### config.mk
export PLATFORM = sky130hd
export DESIGN_NAME = risc_controller
export DESIGN_NICKNAME = d
export VERILOG_FILES = /design/src/ctrl_pkg.sv /design/src/risc_controller.sv /design/src/control_word_gen.sv /design/src/state_sequencer.sv /design/src/instr_decoder.sv
export VERILOG_INCLUDE_DIRS = /design/src
export SDC_FILE = /design/constraint.sdc
export NUM_CORES = 1
export LEC_CHECK = 0
export CORE_MARGIN = 1
export CORE_UTILIZATION = 40
export CTS_CLUSTER_SIZE = 14
export DETAILED_ROUTE_END_ITERATION = 7
export DONT_BUFFER_PORTS = 1
export HOLD_SLACK_MARGIN = 0.1
export RECOVER_POWER = 50
export SLEW_MARGIN = 5
export SYNTH_ARGS = -nofsm -noshare
export SYNTH_HDL_FRONTEND = slang
export SYNTH_SLANG_ARGS = --single-unit
### constraint.sdc
create_clock -name clk -period 1.6 [get_ports clk]
set_clock_uncertainty 0.15 [all_clocks]
set_input_delay 0.24 -clock clk [delete_from_list [all_inputs] [get_ports clk]]
set_output_delay 0.24 -clock clk [all_outputs]
set_load 0.05 [all_outputs]
### src/ctrl_settings.svh
`ifndef CTRL_SETTINGS_SVH
`define CTRL_SETTINGS_SVH

// instruction word layout
`define INSTR_W    16  // full instruction register
`define OPCODE_W   4   // top nibble selects the instruction
`define REG_IDX_W  3   // eight registers with r7 as pc
`define IMM6_W     6   // immediate of the i layout
`define IMM9_W     9   // immediate of the j layout and lhi

// datapath select lines
`define SEL_W      2   // every mux select code

`endif
### src/ctrl_pkg.sv
`default_nettype none

package ctrl_pkg;

	`include "ctrl_settings.svh"

	// ==========================================================
	// instruction word
	// ==========================================================
	typedef enum logic [`OPCODE_W-1:0] {
		OP_ADD = 4'b0000,  // also adc and adz
		OP_ADI = 4'b0001,
		OP_NDU = 4'b0010,  // also ndc and ndz
		OP_LHI = 4'b0011,
		OP_LW  = 4'b0100,
		OP_SW  = 4'b0101,
		OP_JAL = 4'b1000,
		OP_JLR = 4'b1001,
		OP_BEQ = 4'b1100
	} opcode_e;

	typedef struct packed {
		opcode_e                 opcode;
		logic [`REG_IDX_W-1:0]   ra;
		logic [`REG_IDX_W-1:0]   rb;
		logic [`REG_IDX_W-1:0]   rc;  // destination of alu ops
		logic [`INSTR_W-`OPCODE_W-3*`REG_IDX_W-3:0] spare;  // unused bit
		logic [1:0]              cz;  // condition on carry or zero
	} r_fields_t;

	typedef struct packed {
		opcode_e                 opcode;
		logic [`REG_IDX_W-1:0]   ra;
		logic [`REG_IDX_W-1:0]   rb;
		logic [`IMM6_W-1:0]      imm6;  // sign extended in datapath
	} i_fields_t;

	typedef struct packed {
		opcode_e                 opcode;
		logic [`REG_IDX_W-1:0]   ra;
		logic [`IMM9_W-1:0]      imm9;  // jal offset or lhi value
	} j_fields_t;

	typedef union packed {
		r_fields_t r_fields;  // add and nand group
		i_fields_t i_fields;  // adi lw sw beq jlr
		j_fields_t j_fields;  // lhi jal
	} instr_u;

	// ==========================================================
	// controller internals
	// ==========================================================
	typedef enum logic [3:0] {
		CLS_ADD, CLS_NAND, CLS_ADI, CLS_LHI, CLS_LW,
		CLS_SW, CLS_BEQ, CLS_JAL, CLS_JLR,
		CLS_SKIP  // condition failed or unknown opcode
	} instr_class_e;

	typedef enum logic [4:0] {
		ST_RESET, ST_FETCH, ST_DECODE,
		ST_ADD, ST_ALU_WB, ST_NAND, ST_ADI, ST_LHI,
		ST_LW_ADDR, ST_LOAD, ST_SW_ADDR, ST_STORE,
		ST_BR_CMP, ST_BR_CHECK, ST_BR_TAKE,
		ST_JMP_LINK, ST_JAL_TARGET, ST_JLR_TARGET  // keep last
	} ctrl_state_e;

	// ==========================================================
	// datapath select codes
	// ==========================================================
	typedef enum logic [`SEL_W-1:0] {
		PC_SRC_RB   = 2'b00,  // register b into pc
		PC_SRC_KEEP = 2'b10,  // pc untouched
		PC_SRC_ALU  = 2'b11   // alu result into pc
	} pc_src_e;

	typedef enum logic [`SEL_W-1:0] {
		ALU_B_REG  = 2'b00,  // register b
		ALU_B_IMM  = 2'b01,  // extended immediate
		ALU_B_ZERO = 2'b10,  // pass a through
		ALU_B_ONE  = 2'b11   // pc increment
	} alu_b_src_e;

	typedef enum logic [`SEL_W-1:0] {
		REG_DST_RC = 2'b00,
		REG_DST_RA = 2'b01,
		REG_DST_PC = 2'b10   // r7
	} reg_dst_e;

	typedef enum logic [`SEL_W-1:0] {
		WB_MEM = 2'b00,  // memory data register
		WB_ALU = 2'b10,  // alu out
		WB_LHI = 2'b11   // imm9 shifted up
	} wb_src_e;

	typedef enum logic [`SEL_W-1:0] {
		ADDR_PC  = 2'b00,  // instruction fetch
		ADDR_ALU = 2'b11   // computed data address
	} addr_src_e;

	typedef enum logic [`SEL_W-1:0] {
		FLAG_NONE   = 2'b00,
		FLAG_R_TYPE = 2'b01,  // flags from register alu op
		FLAG_I_TYPE = 2'b11   // flags from immediate alu op
	} flag_src_e;

	typedef enum logic [`SEL_W-1:0] {
		ALU_ADD  = 2'b00,
		ALU_SUB  = 2'b01,  // beq compare
		ALU_NAND = 2'b10
	} alu_op_e;

endpackage

`default_nettype wire

### src/risc_controller.sv
`timescale 1ns/1ns
`default_nettype none

module risc_controller import ctrl_pkg::*; (
	input  wire              clk,
	input  wire              reset,         // sync, active low
	input  wire instr_u      i_instr,       // instruction register
	input  wire              i_carry,       // ccr flags
	input  wire              i_zero,
	output wire ctrl_state_e o_state,
	output wire              o_mem_read,
	output wire              o_mem_write,
	output wire              o_reg_write,
	output wire              o_ir_write,
	output wire              o_ccr_update,
	output wire              o_alu_src_a,
	output wire pc_src_e     o_pc_src,
	output wire alu_b_src_e  o_alu_b_src,
	output wire reg_dst_e    o_reg_dst,
	output wire wb_src_e     o_wb_src,
	output wire addr_src_e   o_addr_src,
	output wire flag_src_e   o_flag_src,
	output wire alu_op_e     o_alu_op
);

	wire instr_class_e instr_class;  // decoder to sequencer

	// ==========================================================
	// decode, sequence, drive
	// ==========================================================
	instr_decoder instr_decoder_i (
		.i_instr       (i_instr),
		.i_carry       (i_carry),
		.i_zero        (i_zero),
		.o_instr_class (instr_class)
	);

	state_sequencer state_sequencer_i (
		.clk           (clk),
		.reset         (reset),
		.i_zero        (i_zero),       // beq outcome
		.i_instr_class (instr_class),
		.o_state       (o_state)
	);

	control_word_gen control_word_gen_i (
		.i_state      (o_state),  // control word follows state only
		.o_mem_read   (o_mem_read),
		.o_mem_write  (o_mem_write),
		.o_reg_write  (o_reg_write),
		.o_ir_write   (o_ir_write),
		.o_ccr_update (o_ccr_update),
		.o_alu_src_a  (o_alu_src_a),
		.o_pc_src     (o_pc_src),
		.o_alu_b_src  (o_alu_b_src),
		.o_reg_dst    (o_reg_dst),
		.o_wb_src     (o_wb_src),
		.o_addr_src   (o_addr_src),
		.o_flag_src   (o_flag_src),
		.o_alu_op     (o_alu_op)
	);

endmodule

`default_nettype wire

### src/control_word_gen.sv
`timescale 1ns/1ns
`default_nettype none

module control_word_gen import ctrl_pkg::*; (
	input  wire ctrl_state_e i_state,
	output logic       o_mem_read,
	output logic       o_mem_write,
	output logic       o_reg_write,
	output logic       o_ir_write,    // fetch marker
	output logic       o_ccr_update,
	output logic       o_alu_src_a,   // 1 selects pc
	output pc_src_e    o_pc_src,
	output alu_b_src_e o_alu_b_src,
	output reg_dst_e   o_reg_dst,
	output wb_src_e    o_wb_src,
	output addr_src_e  o_addr_src,
	output flag_src_e  o_flag_src,
	output alu_op_e    o_alu_op
);

	// ==========================================================
	// state to control word
	// ==========================================================
	always_comb begin
		// idle word, every enable low
		o_mem_read   = 1'b0;
		o_mem_write  = 1'b0;
		o_reg_write  = 1'b0;
		o_ir_write   = 1'b0;
		o_ccr_update = 1'b0;
		o_alu_src_a  = 1'b1;
		o_pc_src     = PC_SRC_ALU;
		o_alu_b_src  = ALU_B_ONE;
		o_reg_dst    = REG_DST_PC;
		o_wb_src     = WB_ALU;
		o_addr_src   = ADDR_PC;
		o_flag_src   = FLAG_NONE;
		o_alu_op     = ALU_ADD;
		case (i_state)
			ST_FETCH: begin
				o_mem_read  = 1'b1;  // instruction from pc
				o_reg_write = 1'b1;  // pc plus one into r7
				o_ir_write  = 1'b1;
			end
			ST_DECODE: begin
				o_pc_src = PC_SRC_RB;  // register read only
			end
			ST_ADD: begin
				o_pc_src = PC_SRC_KEEP;
				o_alu_src_a = 1'b0;  // ra
				o_alu_b_src = ALU_B_REG;
				o_reg_dst = REG_DST_RC;
				o_flag_src = FLAG_R_TYPE;
				o_ccr_update = 1'b1;  // carry and zero from sum
			end
			ST_ALU_WB, ST_NAND: begin
				o_pc_src = PC_SRC_KEEP;
				o_alu_src_a = (i_state == ST_NAND);  // nand keeps a at 1
				o_alu_b_src = ALU_B_REG;
				o_reg_dst = REG_DST_RC;
				o_reg_write = 1'b1;  // result into rc
				o_flag_src = FLAG_R_TYPE;
				o_alu_op = (i_state == ST_NAND) ? ALU_NAND : ALU_ADD;
			end
			ST_ADI: begin
				o_pc_src = PC_SRC_RB;
				o_alu_src_a = 1'b0;
				o_alu_b_src = ALU_B_IMM;  // imm6
				o_reg_dst = REG_DST_RA;
				o_reg_write = 1'b1;
				o_flag_src = FLAG_I_TYPE;
				o_ccr_update = 1'b1;
			end
			ST_LHI: begin
				o_mem_read = 1'b1;
				o_pc_src = PC_SRC_RB;
				o_alu_src_a = 1'b0;
				o_alu_b_src = ALU_B_REG;
				o_reg_dst = REG_DST_RA;
				o_reg_write = 1'b1;
				o_wb_src = WB_LHI;  // imm9 into upper bits
				o_alu_op = ALU_NAND;
			end
			ST_LW_ADDR, ST_SW_ADDR: begin
				o_mem_read = (i_state == ST_LW_ADDR);
				o_pc_src = PC_SRC_RB;
				o_alu_src_a = 1'b0;  // base register
				o_alu_b_src = ALU_B_IMM;  // offset
				o_flag_src = FLAG_I_TYPE;
				if (i_state == ST_LW_ADDR) begin
					o_reg_dst = REG_DST_RA;
					o_reg_write = 1'b1;
					o_wb_src = WB_MEM;
					o_addr_src = ADDR_ALU;
				end
				else begin
					o_wb_src = WB_LHI;  // no write back on sw
				end
			end
			ST_LOAD: begin
				o_pc_src = PC_SRC_KEEP;
				o_alu_src_a = 1'b0;
				o_alu_b_src = ALU_B_ZERO;
				o_reg_dst = REG_DST_RA;
				o_wb_src = WB_MEM;
				o_addr_src = ADDR_ALU;  // data address
				o_ccr_update = 1'b1;  // zero from loaded word
			end
			ST_STORE: begin
				o_mem_write = 1'b1;  // only write in the table
				o_pc_src = PC_SRC_RB;
				o_alu_src_a = 1'b0;
				o_alu_b_src = ALU_B_IMM;
				o_reg_dst = REG_DST_RA;
				o_wb_src = WB_MEM;
				o_addr_src = ADDR_ALU;
				o_flag_src = FLAG_I_TYPE;
			end
			ST_BR_CMP, ST_BR_CHECK: begin
				o_pc_src = PC_SRC_RB;
				o_alu_src_a = 1'b0;
				o_alu_b_src = ALU_B_REG;  // ra minus rb
				o_wb_src = WB_MEM;
				o_flag_src = FLAG_I_TYPE;
				o_alu_op = ALU_SUB;
				o_ccr_update = (i_state == ST_BR_CMP);  // zero latched once
			end
			ST_BR_TAKE, ST_JAL_TARGET: begin
				o_alu_b_src = ALU_B_IMM;  // pc plus offset
				o_reg_write = 1'b1;
				o_flag_src = FLAG_I_TYPE;
			end
			ST_JMP_LINK: begin
				o_alu_b_src = ALU_B_ZERO;  // pc passes through
				o_reg_dst = REG_DST_RA;  // link register
				o_reg_write = 1'b1;
				o_flag_src = FLAG_I_TYPE;
			end
			ST_JLR_TARGET: begin
				o_pc_src = PC_SRC_RB;  // jump to rb
				o_alu_b_src = ALU_B_ZERO;
				o_reg_write = 1'b1;
			end
			default: begin
				o_pc_src = PC_SRC_ALU;  // reset keeps idle word
			end
		endcase
	end

endmodule

`default_nettype wire

### src/state_sequencer.sv
`timescale 1ns/1ns
`default_nettype none

module state_sequencer import ctrl_pkg::*; (
	input  wire          clk,
	input  wire          reset,          // sync, active low
	input  wire          i_zero,         // ccr zero for beq
	input  wire instr_class_e i_instr_class,  // from decoder
	output ctrl_state_e  o_state         // current state
);

	ctrl_state_e state;       // state register
	ctrl_state_e next_state;  // comb next state

	assign o_state = state;

	// ==========================================================
	// state register
	// ==========================================================
	always_ff @(posedge clk) begin
		if (!reset) begin
			state <= ST_RESET;  // held while reset low
		end
		else begin
			state <= next_state;  // one transition per edge
		end
	end

	// ==========================================================
	// next state
	// ==========================================================
	always_comb begin
		next_state = ST_FETCH;  // most paths end in fetch
		case (state)
			ST_RESET:  next_state = ST_FETCH;
			ST_FETCH:  next_state = ST_DECODE;
			ST_DECODE: begin
				case (i_instr_class)
					CLS_ADD:           next_state = ST_ADD;
					CLS_NAND:          next_state = ST_NAND;
					CLS_ADI:           next_state = ST_ADI;
					CLS_LHI:           next_state = ST_LHI;
					CLS_LW:            next_state = ST_LW_ADDR;
					CLS_SW:            next_state = ST_SW_ADDR;
					CLS_BEQ:           next_state = ST_BR_CMP;
					CLS_JAL, CLS_JLR:  next_state = ST_JMP_LINK;  // shared link step
					default:           next_state = ST_FETCH;     // skip
				endcase
			end
			ST_ADD:      next_state = ST_ALU_WB;  // result written next
			ST_LW_ADDR:  next_state = ST_LOAD;
			ST_SW_ADDR:  next_state = ST_STORE;
			ST_BR_CMP:   next_state = ST_BR_CHECK;
			ST_BR_CHECK: begin
				if (i_zero) begin
					next_state = ST_BR_TAKE;  // operands equal
				end
				else begin
					next_state = ST_FETCH;
				end
			end
			ST_JMP_LINK: begin
				if (i_instr_class == CLS_JLR) begin
					next_state = ST_JLR_TARGET;  // target from rb
				end
				else begin
					next_state = ST_JAL_TARGET;  // pc relative target
				end
			end
			default: next_state = ST_FETCH;  // one cycle tails
		endcase
	end

	// ==========================================================
	// checks
	// ==========================================================
	a_jump_class_held : assert property (@(posedge clk) disable iff (!reset)
		(state == ST_JMP_LINK) |-> (i_instr_class inside {CLS_JAL, CLS_JLR}))
		else $error("instruction word changed before the jump target was chosen");

	a_beq_class_held : assert property (@(posedge clk) disable iff (!reset)
		(state inside {ST_BR_CMP, ST_BR_CHECK}) |-> (i_instr_class == CLS_BEQ))
		else $error("instruction word changed during the branch compare");

endmodule

`default_nettype wire

### src/instr_decoder.sv
`timescale 1ns/1ns
`default_nettype none

module instr_decoder import ctrl_pkg::*; (
	input  wire instr_u  i_instr,       // ir value, held from fetch to fetch
	input  wire          i_carry,       // ccr carry flag
	input  wire          i_zero,        // ccr zero flag
	output instr_class_e o_instr_class  // to sequencer, combinational
);

	opcode_e      opcode;     // same bits in every layout
	logic [1:0]   cz;         // condition field of register layout
	logic         cond_ok;    // alu op allowed to run
	instr_class_e alu_class;  // add or nand group

	assign opcode = i_instr.r_fields.opcode;
	assign cz     = i_instr.r_fields.cz;

	// ==========================================================
	// condition check for adc adz ndc ndz
	// ==========================================================
	always_comb begin
		case (cz)
			2'b00:   cond_ok = 1'b1;     // plain add or ndu
			2'b10:   cond_ok = i_carry;  // adc or ndc
			2'b01:   cond_ok = i_zero;   // adz or ndz
			default: cond_ok = 1'b0;     // 11 never runs
		endcase
	end

	assign alu_class = (opcode == OP_NDU) ? CLS_NAND : CLS_ADD;

	// ==========================================================
	// opcode to class
	// ==========================================================
	always_comb begin
		o_instr_class = CLS_SKIP;  // unknown opcodes just refetch
		case (opcode)
			OP_ADD, OP_NDU: begin
				if (cond_ok) begin
					o_instr_class = alu_class;
				end
				else begin
					o_instr_class = CLS_SKIP;  // condition failed
				end
			end
			OP_ADI: o_instr_class = CLS_ADI;
			OP_LHI: o_instr_class = CLS_LHI;
			OP_LW:  o_instr_class = CLS_LW;
			OP_SW:  o_instr_class = CLS_SW;
			OP_BEQ: o_instr_class = CLS_BEQ;  // zero tested later in br check
			OP_JAL: o_instr_class = CLS_JAL;
			OP_JLR: o_instr_class = CLS_JLR;  // split from jal here only
			default: o_instr_class = CLS_SKIP;
		endcase
	end

endmodule

`default_nettype wire

=== Yosys cells after proc, flatten, opt, wreduce, memory -nomap -nowiden ===
Memory sizes are Yosys's and may differ from the RTL's.
Cells that the tools add are included.

* Register bits: 5
* ROM bits: 64
* Word-level logic and storage cells: 75
* Memories: 1

{| class="wikitable"
|+ Memory list
! memory !! depth !! bits a word !! read ports !! clocked after memory_dff !! write ports !! line !! RTL
|-
| (no name shown) || 16 || 4 || 1 || 0 || 0 || state_sequencer.sv:38 || <nowiki>case (i_instr_class)</nowiki>
|}

* Eq/ne operators: 28
* Multiplexer cells: 25
* Reduce and logical (&&, ||, !) cells: 20

{| class="wikitable"
|+ Operator list
! operator !! number
|-
| $eq A5 B4 Y1 const B || 8
|-
| $pmux W5 S8 || 1
|-
| $reduce_or A9 Y1 || 4
|-
| $pmux W4 S8 || 1
|-
| $pmux W2 S3 || 4
|-
| $eq A5 B3 Y1 const B || 4
|-
| $eq A4 B4 Y1 const B || 4
|-
| $pmux W2 S2 || 3
|-
| $reduce_or A2 Y1 || 6
|-
| $reduce_or A6 Y1 || 2
|-
| $eq A5 B2 Y1 const B || 2
|-
| $eq A5 B5 Y1 const B || 2
|-
| $reduce_or A3 Y1 || 3
|-
| $eq A4 B2 Y1 const B || 2
|-
| $eq A4 B3 Y1 const B || 2
|-
| $mux W2 || 4
|-
| $mux W4 || 2
|-
| $pmux W1 S2 || 4
|-
| $reduce_or A4 Y1 || 2
|-
| $eq A5 B1 Y1 const B || 1
|-
| $mux W1 || 5
|-
| $reduce_or A5 Y1 || 1
|-
| $eq A4 B1 Y1 const B || 1
|-
| $logic_not A4 Y1 || 1
|-
| other kinds (4) || 4
|}

=== Depth between registers and ports, before layout ===
* Word-level depth: 7
* Depth in mapped cells: 6

=== Modules after synthesis ===
A second synthesis with hierarchy kept.

* Cells, all modules: 139
* Area, all modules: 920.9 um2

{| class="wikitable"
|+ Modules (own cells, without submodules)
! module !! times used !! cells an instance !! area each (um2)
|-
| control_word_gen || 1 || 71 || 439.2
|-
| state_sequencer || 1 || 54 || 389.1
|-
| instr_decoder || 1 || 14 || 92.6
|}

=== Worst setup path after synthesis ===
Ideal clock, no wire load.

* Kind: register to output
* Start: reg state_sequencer_i.state[2], in the netlist state_sequencer_i.o_state[2]
* End: out o_reg_dst[0]
* Arrival: 3502 ps
* Required time: 1210 ps
* Slack: -2292 ps
* Stages on the path, launching flop included: 4
* Cells stage by stage: dfxtp_1 buf_2 nor2_1 a2111oi_0

* Word-level cells in the longest chain between the ends: 3
* Elaborated cells on any way between the ends: 15
* Those cells by class: 10 x eq/ne; 2 x mux; 3 x reduce/logical

{| class="wikitable"
|+ RTL lines
! element !! line !! RTL
|-
| start: declaration || state_sequencer.sv:12 || <nowiki>ctrl_state_e state;</nowiki>
|-
| start signal: assignment || state_sequencer.sv:25 || <nowiki>state <= next_state;</nowiki>
|-
| $eq A5 B4 Y1 (tied with other cells) || control_word_gen.sv:39 || <nowiki>case (i_state)</nowiki>
|-
| $reduce_or A5 Y1 (no source line) (tied with other cells) || - ||
|-
| $pmux W2 S3 (*) || control_word_gen.sv:39 ||
|-
| end: declaration || risc_controller.sv:19 || <nowiki>output wire reg_dst_e o_reg_dst,</nowiki>
|}

Mark *: on every way between the ends. The rest lies on a longest branch, timed or not.

=== Worst setup path after layout ===
* Start: reg state_sequencer_i.state[3], in the netlist state_sequencer_i.o_state[3]
* End: out o_mem_read

* Word-level cells in the longest chain between the ends: 3
* Elaborated cells on any way between the ends: 7
* Those cells by class: 4 x eq/ne; 1 x mux; 2 x reduce/logical

{| class="wikitable"
|+ RTL lines
! element !! line !! RTL
|-
| $eq A5 B4 Y1 (tied with other cells) || control_word_gen.sv:39 ||
|-
| $reduce_or A2 Y1 || - ||
|-
| $pmux W1 S2 (*) || control_word_gen.sv:39 ||
|-
| end: declaration || risc_controller.sv:11 || <nowiki>output wire o_mem_read,</nowiki>
|}

Marks and branches as above.

==> summary.md <==
| Metric | Value |
|---|---|
| Seq/Total Area, Yosys | approximately an eighth |
| FP Rows | 16 |
| H-tree depth | 1 |
| Worst-path maximum fanout | 11 |
| Final nets | between 150 and 200 |
| CP max stage cell | dfxtp_4 |
| Port bufs | 0 |
| Initial antenna violation count | 0 |
| Async SR Flop Fraction | 0% |
| DRC viols | 0 |
| Vias in the first global route | about 1.1k |
| Synth Flop Type | dfxtp_1 |
| Crit Path Class | register to output port |
| Pre-CTS WS | -0.0444 ns |
| TritonCTS clock tree | yes |
| Unique masters post-synth | 40 |
| Clk_lat worst skew | 0.25 ns |
| Clock-pin slew on the worst setup and hold paths | about 0.040 ns |
| Average cell area after synthesis | ~6.4 um^2 |
| Area grow syn2layout | 111% |
| Routed WL per cell | approximately 20 um |
| HPWL Detailed | 2.27 mm |
| Worst r2r src | state_sequencer_i.o_state[3] |
| Core Footprint | roughly 2000 um^2 |
| Arrival time worst endpoint | around 1.5 ns |
| Cell depth of the worst setup path | 5 |
| R2r worst-path depth | 6 |
| Die Height | 47.7 um |
| Maximum root-to-sink buffer count | 2 |
| DRT iter0 DRCs | 31 |
| Failing checks | setup timing |
| Worst reg-to-reg setup slack | -0.19 ns |
| Final core utilization | around 90% |
| Total number of vias | ~1.2k |
| Slew @ Worst Pin | 0.350 ns |
| N_diodes | 0 |
| I/O pin count | 45 |
| CTS Buf Count | 3 |
| Die footprint | between 2000 and 2500 um^2 |
| Unrepaired setup endpoints after global routing | true |
| Critical path endpoint category | output port |
| Largest net degree at the start of global routing | 19 |
| Critical-path cell list | inv_1 > nand2_1 > o32a_1 > nor2_4 > buf_12 |
| Setup Viol. Count Final | 23 |
| Worst Path Required | 1.21 ns |
| Maximum VDD drop | approximately 0.57 mV |
| DR pass1 iterations | 4 |
| Post-synthesis cell area | approximately 840 um^2 |
| Leakage power | ~0.64 nW |
| Global-route wire length before repair | 5.22 mm |
| Pwr Density | about 410 nW/um^2 |
| TritonCTS Sinks | 5 |
| Via density per instance | around 6 |
| Worst R2R End | state_sequencer_i.o_state[1] |
| Synth Register Bits | 5 |
| Ratio of cells with drive above 1 in the final layout | 62.9% |
| Root Driver | clkbuf_4 |
| Startpoint Class | register |
| PnR worst setup slack | -0.291 ns |
| Mapped Nets | about 150 |
| Slew Limit Fails | 0 |
| Post-DP Area | ~1500 um^2 |
| Crit path buf inv count | 2 |
| Fillers | 87 |
| Max stage delay on crit path | 0.39 ns |
| Top delay family on crit path | flip-flops |
| Hold Crit Class | input pin to register |
| Fin. Hold Viols | 0 |
| Width of the die | about 48 um |
| Final Cycle Share | 118% |
| Status | finished with violations |
| Synth warn | 0 |
| Slew HR | 76.7% |
| Antenna Nets Post-Route | 0 |
| Post-Synthesis Cells | 131 |
| Post-synth EDFFs | 0 |
| Initial Utilization | approximately 43% |
| Max-cap violations | 0 |
| Minimum clock period | 1.89 ns |
| Total grt overflow | 0 |
| Fin area | 1770 um^2 |
| Setup crit start | state_sequencer_i.o_state[3] |
| Max Clock Freq | 529 MHz |
| End of the critical path | o_mem_read |
| Largest register FFs | 5 |
| Setup_tns | -4.40 ns |
| GRT Resource Usage Total | between 30% and 40% |
| WL final | 4.04 mm |
| GP Congestion | 0.802 |
==> layer usage <==
layer / part of all wire [%] / vias to the layer above / GRT usage, %
li1: - / 563 / -
met1: 39 / 570 / 36.7
met4: 2.9 / 0 / 12.2
met2: 50 / 62 / 59.7
met5: 0 / - / 0
met3: 7.2 / 17 / 6.79
==> cell usage after synthesis, types with 3 or more instances <==
library cell / n / area [um^2]
nand2b_1: 9 / 56.3
nor2b_1: 5 / 31.3
buf_4: 4 / 30.0
nand3_1: 5 / 25.0
nor3_1: 6 / 30.0
a211oi_1: 3 / 22.5
nand2_1: 10 / 37.5
inv_1: 4 / 15.0
dfxtp_1: 5 / 100
a21oi_1: 7 / 35.0
a31oi_1: 4 / 25.0
buf_2: 5 / 25.0
o21ai_0: 6 / 30.0
a22oi_1: 3 / 22.5
o211ai_1: 3 / 22.5
nor2_1: 20 / 75.1
==> cell families (layout without fill, tap and decap cells) <==
group	count (synthesis)	after routing	synth area share, %
AO/OA/AOI/OAI	42	42	33.8
buffers and inverters	16	60	10.6
AND/OR/NAND/NOR	65	65	40.5
XOR/XNOR	3	3	3.14
flip-flops	5	5	12.0
==> worst min-delay path, cell delays in order <==
cell	delay (ns)
a21o_1	0.06
nand2_1	0.05
a31oi_1	0.11
==> placed cells by master, fill, tap and decap left out, drive strengths merged, types with 2 or more instances in the layout <==
cell	netlist	layout
inv	4	3
nor3	6	6
nand3b	2	2
a21o	2	2
nor3b	2	2
a21oi	7	7
o22ai	2	2
dfxtp	5	5
nand2	10	10
a31oi	4	4
xor2	2	2
nand3	5	5
clkbuf	2	4
nor2	20	20
buf	10	51
nor2b	5	5
o21a	2	2
or2	2	2
and2	2	2
a22oi	3	3
a211oi	3	3
nand2b	9	9
o21ai	7	7
o211ai	3	3
==> cell type report <==
| class | instances | area (um^2) | area share (%) |
|---|---|---|---|
| Timing Repair Buffer | 52 | 587 | 33.2 |
| Inverter | 4 | 23.8 | 1.35 |
| Tap cell | 27 | 33.8 | 1.91 |
| Sequential cell | 5 | 119 | 6.73 |
| Clock buffer | 4 | 26.3 | 1.49 |
| Multi-Input combinational cell | 110 | 976 | 55.3 |
==> what timing repair did <==
item / CTS / global route
setup endpoints to repair: 22 / 24
setup buffers: 6 / 6
endpoints found under the hold margin: 2 / 0
gates resized for setup: 27 / 15
hold buffers: 1 / 0
pin swaps: 8 / 6
==> power breakdown <==
| group | leakage (nW) | switching, W | internal [W] | total (W) |
|---|---|---|---|---|
| clock network | 0.0150 | 0.0000578 | 0.0000946 | 0.000152 |
| logic | 0.581 | 0.000240 | 0.000191 | 0.000431 |
| registers | 0.0444 | 0.0000141 | 0.000125 | 0.000139 |
==> metrics by stage <==
step                      total power [W]  instances  hold WS [ns]
after floorplan                  0.000375        131         0.190
after global placement           0.000477        185         0.197
after detailed placement         0.000485        185         0.202
after CTS                        0.000672        196         0.101
after global routing             0.000745        202         0.130
final                            0.000723        202        0.0980
==> worst min-delay path by stage <==
stage	from	to	slack, ns	cells past startpoint
finish	i_instr[13]	state_sequencer_i.o_state[0]	0.1	3
global placement	reset	state_sequencer_i.o_state[0]	0.20	2
detailed placement	reset	state_sequencer_i.o_state[0]	0.20	2
global route	i_instr[13]	state_sequencer_i.o_state[0]	0.13	3
CTS	i_instr[13]	state_sequencer_i.o_state[0]	0.10	3
floorplan	reset	state_sequencer_i.o_state[0]	0.19	2
(Power assumes the default switching activity.)
